**src/verilog/sd_settings.svh**
```systemverilog
`ifndef SD_SETTINGS_SVH
`define SD_SETTINGS_SVH

// ========================================
// Command frame layout
// ========================================

// Full command or response frame on the CMD line
`define SD_FRAME_BITS       48

// CRC7 field width
`define SD_CRC_BITS         7

// Start bit, direction, index and argument are covered by the CRC
`define SD_CRC_COVER_BITS   40

// ========================================
// Card clock and response timing
// ========================================

// Half periods in clk_fast cycles, slow value shortened for simulation
`define SD_SLOW_HALF        8
`define SD_FAST_HALF        2

// Card clock rising edges to wait for a response start bit
`define SD_RESP_TIMEOUT     64

`endif

```
**src/verilog/sd_clk_pkg.sv**
```systemverilog
package sd_clk_pkg;

    // Card clock rate as held by the configuration block
    //   speed_off parks the card clock low
    typedef enum logic [1:0] {
        speed_off  = 2'd0,
        speed_slow = 2'd1,
        speed_fast = 2'd2
    } clk_speed_t;

endpackage

```
**src/verilog/sd_cmd_pkg.sv**
```systemverilog
`include "sd_settings.svh"

package sd_cmd_pkg;

    // ========================================
    // CMD line frame
    // ========================================

    // Field view, first member is the first bit on the line
    typedef struct packed {
        logic                    start;
        logic                    dir;
        logic [5:0]              index;
        logic [31:0]             arg;
        logic [`SD_CRC_BITS-1:0] crc;
        logic                    stop;
    } sd_frame_fields_t;

    // Same word seen as fields or as a shift register
    typedef union packed {
        logic [`SD_FRAME_BITS-1:0] raw;
        sd_frame_fields_t          fields;
    } sd_frame_u;

    // ========================================
    // Response result
    // ========================================

    // CRC error wins over end-bit error when both are present
    typedef enum logic [1:0] {
        resp_ok      = 2'd0,
        resp_crc_err = 2'd1,
        resp_end_err = 2'd2,
        resp_timeout = 2'd3
    } resp_status_t;

endpackage

```
**src/verilog/sd_crc7.sv**
```systemverilog
`timescale 1ns/1ps
`include "sd_settings.svh"

module sd_crc7 (
    input  logic                    clk_fast,
    input  logic                    arst_n,
    input  logic                    clear,
    input  logic                    shift,
    input  logic                    din,
    output logic [`SD_CRC_BITS-1:0] crc
);
    // x^7 + x^3 + 1, the x^7 term is the feedback
    localparam logic [`SD_CRC_BITS-1:0] crc_poly = 7'h09;

    logic feedback;

    assign feedback = din ^ crc[`SD_CRC_BITS-1];

    always_ff @(posedge clk_fast or negedge arst_n) begin
        if (!arst_n) begin
            crc <= '0;
        end else if (clear) begin
            crc <= '0;
        end else if (shift) begin
            crc <= {crc[`SD_CRC_BITS-2:0], 1'b0} ^ (feedback ? crc_poly : '0);
        end
    end

endmodule

```
**src/verilog/sd_clk_config.sv**
```systemverilog
`timescale 1ns/1ps

module sd_clk_config (
    input  logic                   clk_fast,
    input  logic                   arst_n,
    input  logic                   cfg_req,
    input  sd_clk_pkg::clk_speed_t cfg_speed,
    output logic                   cfg_ack,
    input  logic                   clk_idle,
    output sd_clk_pkg::clk_speed_t speed
);
    import sd_clk_pkg::*;

    // Run also covers holding the ack until the request drops
    typedef enum logic [1:0] {
        cfg_run,
        cfg_stop,
        cfg_load
    } cfg_state_t;

    cfg_state_t state;

    // ========================================
    // Speed change sequencer
    // ========================================
    always_ff @(posedge clk_fast or negedge arst_n) begin
        if (!arst_n) begin
            state   <= cfg_run;
            speed   <= speed_slow;
            cfg_ack <= 1'b0;
        end else begin
            case (state)
            cfg_run: begin
                if (!cfg_req) begin
                    cfg_ack <= 1'b0;
                end else if (!cfg_ack) begin
                    // Park the card clock before touching the divisor
                    speed <= speed_off;
                    state <= cfg_stop;
                end
            end

            cfg_stop: begin
                if (clk_idle) begin
                    state <= cfg_load;
                end
            end

            cfg_load: begin
                speed   <= cfg_speed;
                cfg_ack <= 1'b1;
                state   <= cfg_run;
            end

            default: begin
                state <= cfg_run;
            end
            endcase
        end
    end

    // Requested speed must not move until it has been taken
    a_cfg_speed_stable: assert property (
        @(posedge clk_fast) disable iff (!arst_n)
        (cfg_req && !cfg_ack) |=> $stable(cfg_speed)
    );

endmodule

```
**src/verilog/sd_clk_gen.sv**
```systemverilog
`timescale 1ns/1ps
`include "sd_settings.svh"

module sd_clk_gen (
    input  logic                   clk_fast,
    input  logic                   arst_n,
    input  sd_clk_pkg::clk_speed_t speed,
    output logic                   sd_clk,
    output logic                   sd_rise,
    output logic                   sd_fall,
    output logic                   clk_idle
);
    import sd_clk_pkg::*;

    localparam int cnt_w = $clog2(`SD_SLOW_HALF);

    logic [cnt_w-1:0] half_cnt;
    logic [cnt_w-1:0] reload;
    logic             running;
    logic             expire;

    // Half period length for the selected speed
    assign reload = (speed == speed_fast) ? cnt_w'(`SD_FAST_HALF - 1)
                                          : cnt_w'(`SD_SLOW_HALF - 1);

    // A started high phase always completes, so the clock only parks low
    assign running  = (speed != speed_off) || sd_clk;
    assign expire   = running && (half_cnt == '0);
    assign clk_idle = (speed == speed_off) && !sd_clk;

    always_ff @(posedge clk_fast or negedge arst_n) begin
        if (!arst_n) begin
            half_cnt <= '0;
            sd_clk   <= 1'b0;
            sd_rise  <= 1'b0;
            sd_fall  <= 1'b0;
        end else begin
            // Strobes line up with the cycle where sd_clk has just moved
            sd_rise <= expire && !sd_clk;
            sd_fall <= expire && sd_clk;
            if (expire) begin
                sd_clk   <= !sd_clk;
                half_cnt <= reload;
            end else if (running) begin
                half_cnt <= half_cnt - 1'b1;
            end else begin
                half_cnt <= '0;
            end
        end
    end

    a_strobe_excl: assert property (
        @(posedge clk_fast) disable iff (!arst_n)
        !(sd_rise && sd_fall)
    );

endmodule

```
**src/verilog/sd_cmd_tx.sv**
```systemverilog
`timescale 1ns/1ps
`include "sd_settings.svh"

module sd_cmd_tx (
    input  logic                     clk_fast,
    input  logic                     arst_n,
    input  logic                     sd_fall,
    input  logic                     cmd_req,
    input  logic [5:0]               cmd_index,
    input  logic [31:0]              cmd_arg,
    input  logic                     cmd_resp_exp,
    output logic                     cmd_ack,
    output logic                     cmd_out,
    output logic                     cmd_oe,
    output logic                     rx_start,
    input  logic                     rx_done,
    input  sd_cmd_pkg::sd_frame_u    rx_frame,
    input  sd_cmd_pkg::resp_status_t rx_status,
    output logic [5:0]               resp_index,
    output logic [31:0]              resp_arg,
    output sd_cmd_pkg::resp_status_t resp_status
);
    import sd_cmd_pkg::*;

    typedef enum logic [1:0] {
        tx_idle,
        tx_send,
        tx_resp,
        tx_ack
    } tx_state_t;

    tx_state_t               state;
    sd_frame_u               frame;
    logic [5:0]              bit_cnt;
    logic [`SD_CRC_BITS-1:0] crc;
    logic                    start;
    logic                    shift_bit;
    logic                    frame_end;
    logic                    crc_shift;
    logic                    crc_load;

    assign start     = (state == tx_idle) && cmd_req;
    assign shift_bit = (state == tx_send) && sd_fall && (bit_cnt != 6'(`SD_FRAME_BITS));
    assign frame_end = (state == tx_send) && sd_fall && (bit_cnt == 6'(`SD_FRAME_BITS));
    assign crc_shift = shift_bit && (bit_cnt < 6'(`SD_CRC_COVER_BITS));

    sd_crc7 u_crc7 (
        .clk_fast (clk_fast),
        .arst_n   (arst_n),
        .clear    (start),
        .shift    (crc_shift),
        .din      (frame.raw[`SD_FRAME_BITS-1]),
        .crc      (crc)
    );

    // ========================================
    // Frame shift register
    // ========================================
    always_ff @(posedge clk_fast) begin
        if (start) begin
            frame.fields.start <= 1'b0;
            frame.fields.dir   <= 1'b1;
            frame.fields.index <= cmd_index;
            frame.fields.arg   <= cmd_arg;
            frame.fields.crc   <= '0;
            frame.fields.stop  <= 1'b1;
        end else if (crc_load) begin
            // After 40 shifts the CRC slot sits at the top of the word
            frame.raw[`SD_FRAME_BITS-1 -: `SD_CRC_BITS] <= crc;
        end else if (shift_bit) begin
            frame.raw <= {frame.raw[`SD_FRAME_BITS-2:0], 1'b1};
        end
    end

    // ========================================
    // Line control and handshake
    // ========================================
    always_ff @(posedge clk_fast or negedge arst_n) begin
        if (!arst_n) begin
            state    <= tx_idle;
            bit_cnt  <= '0;
            cmd_out  <= 1'b1;
            cmd_oe   <= 1'b0;
            cmd_ack  <= 1'b0;
            rx_start <= 1'b0;
            crc_load <= 1'b0;
        end else begin
            rx_start <= 1'b0;
            crc_load <= 1'b0;
            case (state)
            tx_idle: begin
                if (start) begin
                    bit_cnt <= '0;
                    state   <= tx_send;
                end
            end

            tx_send: begin
                if (shift_bit) begin
                    cmd_oe   <= 1'b1;
                    cmd_out  <= frame.raw[`SD_FRAME_BITS-1];
                    bit_cnt  <= bit_cnt + 1'b1;
                    // CRC register is final one cycle after the last covered bit
                    crc_load <= (bit_cnt == 6'(`SD_CRC_COVER_BITS - 1));
                end else if (frame_end) begin
                    cmd_oe  <= 1'b0;
                    cmd_out <= 1'b1;
                    if (cmd_resp_exp) begin
                        rx_start <= 1'b1;
                        state    <= tx_resp;
                    end else begin
                        cmd_ack <= 1'b1;
                        state   <= tx_ack;
                    end
                end
            end

            tx_resp: begin
                if (rx_done) begin
                    cmd_ack <= 1'b1;
                    state   <= tx_ack;
                end
            end

            tx_ack: begin
                if (!cmd_req) begin
                    cmd_ack <= 1'b0;
                    state   <= tx_idle;
                end
            end
            endcase
        end
    end

    // Results stay put while cmd_ack is high
    always_ff @(posedge clk_fast) begin
        if ((state == tx_resp) && rx_done) begin
            resp_index  <= rx_frame.fields.index;
            resp_arg    <= rx_frame.fields.arg;
            resp_status <= rx_status;
        end else if (frame_end && !cmd_resp_exp) begin
            resp_index  <= '0;
            resp_arg    <= '0;
            resp_status <= resp_ok;
        end
    end

    a_oe_not_acked: assert property (
        @(posedge clk_fast) disable iff (!arst_n)
        cmd_ack |-> !cmd_oe
    );

endmodule

```
**src/verilog/sd_resp_rx.sv**
```systemverilog
`timescale 1ns/1ps
`include "sd_settings.svh"

module sd_resp_rx (
    input  logic                     clk_fast,
    input  logic                     arst_n,
    input  logic                     sd_rise,
    input  logic                     cmd_in,
    input  logic                     rx_start,
    output logic                     rx_done,
    output sd_cmd_pkg::sd_frame_u    rx_frame,
    output sd_cmd_pkg::resp_status_t rx_status
);
    import sd_cmd_pkg::*;

    localparam int tmo_w = $clog2(`SD_RESP_TIMEOUT);

    typedef enum logic [1:0] {
        rx_idle,
        rx_wait,
        rx_capture,
        rx_check
    } rx_state_t;

    rx_state_t               state;
    logic [tmo_w-1:0]        tmo_cnt;
    logic [5:0]              bit_cnt;
    logic [`SD_CRC_BITS-1:0] crc;
    logic                    start_bit;
    logic                    take_bit;
    logic                    crc_shift;

    assign start_bit = (state == rx_wait) && sd_rise && !cmd_in;
    assign take_bit  = (state == rx_capture) && sd_rise;

    // Start bit counts as bit 0 of the covered range
    assign crc_shift = start_bit || (take_bit && (bit_cnt < 6'(`SD_CRC_COVER_BITS)));

    sd_crc7 u_crc7 (
        .clk_fast (clk_fast),
        .arst_n   (arst_n),
        .clear    (rx_start),
        .shift    (crc_shift),
        .din      (cmd_in),
        .crc      (crc)
    );

    // Response bits enter at the bottom, first bit ends up at the top
    always_ff @(posedge clk_fast) begin
        if (start_bit || take_bit) begin
            rx_frame.raw <= {rx_frame.raw[`SD_FRAME_BITS-2:0], cmd_in};
        end
    end

    // ========================================
    // Receive sequencer
    // ========================================
    always_ff @(posedge clk_fast or negedge arst_n) begin
        if (!arst_n) begin
            state     <= rx_idle;
            tmo_cnt   <= '0;
            bit_cnt   <= '0;
            rx_done   <= 1'b0;
            rx_status <= resp_ok;
        end else begin
            rx_done <= 1'b0;
            case (state)
            rx_idle: begin
                if (rx_start) begin
                    tmo_cnt <= '0;
                    state   <= rx_wait;
                end
            end

            // Hunt for the start bit, one edge at a time
            rx_wait: begin
                if (start_bit) begin
                    bit_cnt <= 6'd1;
                    state   <= rx_capture;
                end else if (sd_rise) begin
                    if (tmo_cnt == tmo_w'(`SD_RESP_TIMEOUT - 1)) begin
                        rx_status <= resp_timeout;
                        rx_done   <= 1'b1;
                        state     <= rx_idle;
                    end else begin
                        tmo_cnt <= tmo_cnt + 1'b1;
                    end
                end
            end

            rx_capture: begin
                if (take_bit) begin
                    bit_cnt <= bit_cnt + 1'b1;
                    if (bit_cnt == 6'(`SD_FRAME_BITS - 1)) begin
                        state <= rx_check;
                    end
                end
            end

            rx_check: begin
                if (crc != rx_frame.fields.crc) begin
                    rx_status <= resp_crc_err;
                end else if (!rx_frame.fields.stop) begin
                    rx_status <= resp_end_err;
                end else begin
                    rx_status <= resp_ok;
                end
                rx_done <= 1'b1;
                state   <= rx_idle;
            end
            endcase
        end
    end

endmodule

```
**src/verilog/sd_cmd_host.sv**
```systemverilog
`timescale 1ns/1ps

module sd_cmd_host (
    input  logic                     clk_fast,
    input  logic                     arst_n,
    input  logic                     cfg_req,
    input  sd_clk_pkg::clk_speed_t   cfg_speed,
    output logic                     cfg_ack,
    input  logic                     cmd_req,
    input  logic [5:0]               cmd_index,
    input  logic [31:0]              cmd_arg,
    input  logic                     cmd_resp_exp,
    output logic                     cmd_ack,
    output logic [5:0]               resp_index,
    output logic [31:0]              resp_arg,
    output sd_cmd_pkg::resp_status_t resp_status,
    output logic                     sd_clk,
    output logic                     cmd_out,
    output logic                     cmd_oe,
    input  logic                     cmd_in
);
    import sd_clk_pkg::*;
    import sd_cmd_pkg::*;

    clk_speed_t   speed;
    logic         clk_idle;
    logic         sd_rise;
    logic         sd_fall;
    logic         rx_start;
    logic         rx_done;
    sd_frame_u    rx_frame;
    resp_status_t rx_status;

    // ========================================
    // Card clock
    // ========================================
    sd_clk_config u_clk_config (
        .clk_fast  (clk_fast),
        .arst_n    (arst_n),
        .cfg_req   (cfg_req),
        .cfg_speed (cfg_speed),
        .cfg_ack   (cfg_ack),
        .clk_idle  (clk_idle),
        .speed     (speed)
    );

    sd_clk_gen u_clk_gen (
        .clk_fast (clk_fast),
        .arst_n   (arst_n),
        .speed    (speed),
        .sd_clk   (sd_clk),
        .sd_rise  (sd_rise),
        .sd_fall  (sd_fall),
        .clk_idle (clk_idle)
    );

    // ========================================
    // Command path
    // ========================================
    sd_cmd_tx u_cmd_tx (
        .clk_fast     (clk_fast),
        .arst_n       (arst_n),
        .sd_fall      (sd_fall),
        .cmd_req      (cmd_req),
        .cmd_index    (cmd_index),
        .cmd_arg      (cmd_arg),
        .cmd_resp_exp (cmd_resp_exp),
        .cmd_ack      (cmd_ack),
        .cmd_out      (cmd_out),
        .cmd_oe       (cmd_oe),
        .rx_start     (rx_start),
        .rx_done      (rx_done),
        .rx_frame     (rx_frame),
        .rx_status    (rx_status),
        .resp_index   (resp_index),
        .resp_arg     (resp_arg),
        .resp_status  (resp_status)
    );

    sd_resp_rx u_resp_rx (
        .clk_fast  (clk_fast),
        .arst_n    (arst_n),
        .sd_rise   (sd_rise),
        .cmd_in    (cmd_in),
        .rx_start  (rx_start),
        .rx_done   (rx_done),
        .rx_frame  (rx_frame),
        .rx_status (rx_status)
    );

endmodule

```
**config.mk**
```make
export PLATFORM = sky130hd
export DESIGN_NAME = sd_cmd_host
export DESIGN_NICKNAME = d
export VERILOG_FILES = /design/src/verilog/sd_clk_pkg.sv /design/src/verilog/sd_cmd_pkg.sv /design/src/verilog/sd_crc7.sv /design/src/verilog/sd_clk_config.sv /design/src/verilog/sd_clk_gen.sv /design/src/verilog/sd_cmd_tx.sv /design/src/verilog/sd_resp_rx.sv /design/src/verilog/sd_cmd_host.sv
export VERILOG_INCLUDE_DIRS = /design/src /design/src/verilog
export SDC_FILE = /design/constraint.sdc
export NUM_CORES = 1
export LEC_CHECK = 0
export BUFFER_PORTS_ARGS = -buffer_cell sky130_fd_sc_hd__buf_2
export CAP_MARGIN = 20
export CORE_MARGIN = 8
export CORE_UTILIZATION = 45
export CTS_CLUSTER_SIZE = 40
export DETAILED_ROUTE_END_ITERATION = 12
export RECOVER_POWER = 25
export SETUP_SLACK_MARGIN = 0.15
export SKIP_LAST_GASP = 1
export SLEW_MARGIN = 15
export SYNTH_ARGS = -nofsm -noshare
export SYNTH_HDL_FRONTEND = slang
export SYNTH_HIERARCHICAL = 1
export SYNTH_SLANG_ARGS = --single-unit
```
**constraint.sdc**
```tcl
create_clock -name clk_fast -period 10.5 [get_ports clk_fast]
set_input_delay 3.15 -clock clk_fast [delete_from_list [all_inputs] [get_ports clk_fast]]
set_output_delay 3.15 -clock clk_fast [all_outputs]
set_load 0.01 [all_outputs]
```
==> flow_metrics.tcl <==
set metrics [dict create \
    status "finished with violations" \
    violations "capacitance limit, slew limit" \
    crit_path_end_kind "async pin" \
    vias 4954 \
    slowest_stage "clkbuf_1" \
    period_share_pct 51.9 \
    seqCellArea_um2 5280 \
    drc 0 \
    start_util_pct 45.7 \
    slew_viol_final 56 \
    io_pins 91 \
    vdd_drop_max_v 0.000129 \
    power.density_nw_per_um2 234 \
    cpPeakStageDelay_ns 2.09 \
    cap_violations 1 \
    firstDrtPassIters 5 \
    met1_length_um 6650 \
    max_freq_mhz 183 \
    post-route-min-period_ns 5.45 \
    worstMarginPinSlew_ns 2.97 \
    grt_overflow 0 \
    cts_max_path_buffers 2 \
    crit_arrival_ns 5.34 \
    setup_slack_ns 5.05 \
    fill_cells 1493 \
    final_layout_size_suffix_gt1_share_pct 19.4 \
    grt_pass1_vias 4995 \
    wire_per_inst_um 15.3 \
    dieHeight_um 148 \
    cp_num_buf_inv 2 \
    vias_per_cell 5.16 \
    cts.sinks 188 \
    insertion_delay_ns 0.43 \
    cts_post_setup_buffers_inserted 0 \
    die_area_um2 21900 \
    ys.warnings.count 6 \
    critPathKind "in -> async" \
    port_buffers 90 \
    netlist_instances 641 \
    cts_root_buffer "clkbuf_16" \
    clkTransAtPathRegs_ns 0.07 \
    wl_um 14700 \
    cts-buffers-inserted 17 \
    cts_resized 0 \
    tns_ns 0 \
    core_area_um2 17200 \
    cts_tree "yes" \
    hpwlAfterDp_um 9960 \
    synth_nets 698 \
    netlist_area_um2 7860 \
    multiInputGateArea_um2 2290 \
    drt_iter0_markers 330 \
    wl_met3_um 787 \
    slew_headroom_pct -97.8 \
    rows 48 \
    grt_pass1_wl_um 24200 \
    fp.dieW_um 148 \
    ant_nets 0 \
    p_leak_nw 3.86 \
    utilization_pct 52.8 \
    area_growth_pct 15.5 \
    rsz0062_at_grt "false" \
    placed_area_um2 8480 \
    syn_area_per_cell_um2 12.3 \
    design_area_um2 9070 \
    cpLargestDelayFamily "buffers and inverters" \
    crit_required_ns 10.38 \
    hold_buffers 0 \
    place.gp.congestion 0.783 \
    skew_ns 0.00777 \
    grt_use_total_pct 13.5 \
    min-delay-path-class "reg -> reg" \
    dp_slack_ns 5.46 \
    grt_max_degree 56 \
    setup_viol 0 \
    worstPathCellList "buf_2 -> clkbuf_1" \
    finalNetCount 780 \
    top_layer "met4" \
    diodes 0 \
    htreeDepth 4 \
    hold_violations 0 \
    critPathLaunchType "primary input" \
    path_max_fanout 55 \
    met2WireLength_um 7070 \
    antenna_found_initial 0 \
]
==> sequential cells by signal (all words and copies together) (netlist names), 6 cells and up, named ones only <==
register and flops:
u_cmd_tx/resp_index 6, u_cmd_tx/bit_cnt 6, u_cmd_tx/u_crc7/crc 7, u_cmd_tx/resp_arg 32
u_cmd_tx/frame 47, u_resp_rx/bit_cnt 6, u_resp_rx/tmo_cnt 6, u_resp_rx/rx_frame 46
u_resp_rx/u_crc7/crc 7
==> cells in the final DEF, fill, tap and decap left out, types with 3 or more instances in the layout <==
cell type,instances
a211oi_1,3
a21oi_1,13
and3_1,44
buf_2,87
buf_4,5
clkbuf_1,5
clkbuf_16,17
clkinvlp_4,3
dfrtp_1,53
dfxtp_1,9
edfxtp_1,124
ha_1,11
inv_1,25
inv_8,6
mux2i_1,13
nand2_1,106
nand2b_1,4
nand3_1,32
nand4_1,6
nor2_1,32
nor3_1,5
nor4_1,3
o211ai_1,4
o21ai_0,52
o31ai_1,3
or3_1,3
xnor2_1,5
xor2_1,8
==> layer usage <==
metal / vias up / global-route usage, %
li1: 2458 / -
met3: 17 / 3.98
met2: 106 / 21.5
met1: 2373 / 17.0
met4: 0 / 5.46
met5: - / 0
==> worst paths after layout <==
| check | from | to | slack (ns) | cells after the start |
|---|---|---|---|---|
| max in group clk_fast | cmd_req | u_cmd_tx/frame[25] | 5.89 | 7 |
| min in group asynchronous | arst_n | u_resp_rx/tmo_cnt[1] | 3.79 | 2 |
| worst min register to register | u_resp_rx/rx_frame[33] | u_resp_rx/rx_frame[34] | 0.44 | 0 |
| worst max register to register | u_cmd_tx/bit_cnt[0] | u_cmd_tx/frame[22] | 7.79 | 7 |
| worst min-delay path | u_resp_rx/rx_frame[33] | u_resp_rx/rx_frame[34] | 0.44 | 0 |
| worst max-delay path | arst_n | u_cmd_tx/state[1] | 5.05 | 2 |
==> through the flow <==
step / total power [mW] / hold slack (ns) / cells
floorplan: 1.38 / 0.419 / 641
global placement: 1.48 / 0.424 / 927
detailed placement: 1.51 / 0.427 / 928
CTS: 2.15 / 0.446 / 960
global route: 2.24 / 0.459 / 961
finish: 2.12 / 0.443 / 961
==> power by group <==
| group | switching (mW) | leakage, nW | internal (mW) |
|---|---|---|---|
| clock | 0.298 | 0.287 | 0.341 |
| combinational | 0.258 | 1.56 | 0.167 |
| sequential | 0.109 | 2.02 | 0.950 |
| total | 0.664 | 3.86 | 1.46 |
==> area by class of cell <==
class | instances | area share, %
clock buffers | 17 | 4.69
clock inverters | 15 | 1.93
inverters | 26 | 1.08
multi-input cells | 392 | 25.3
flip-flops and latches | 188 | 58.3
well taps | 225 | 3.10
repair buffers | 98 | 5.64
No activity file was read; power rests on OpenSTA's default activity.
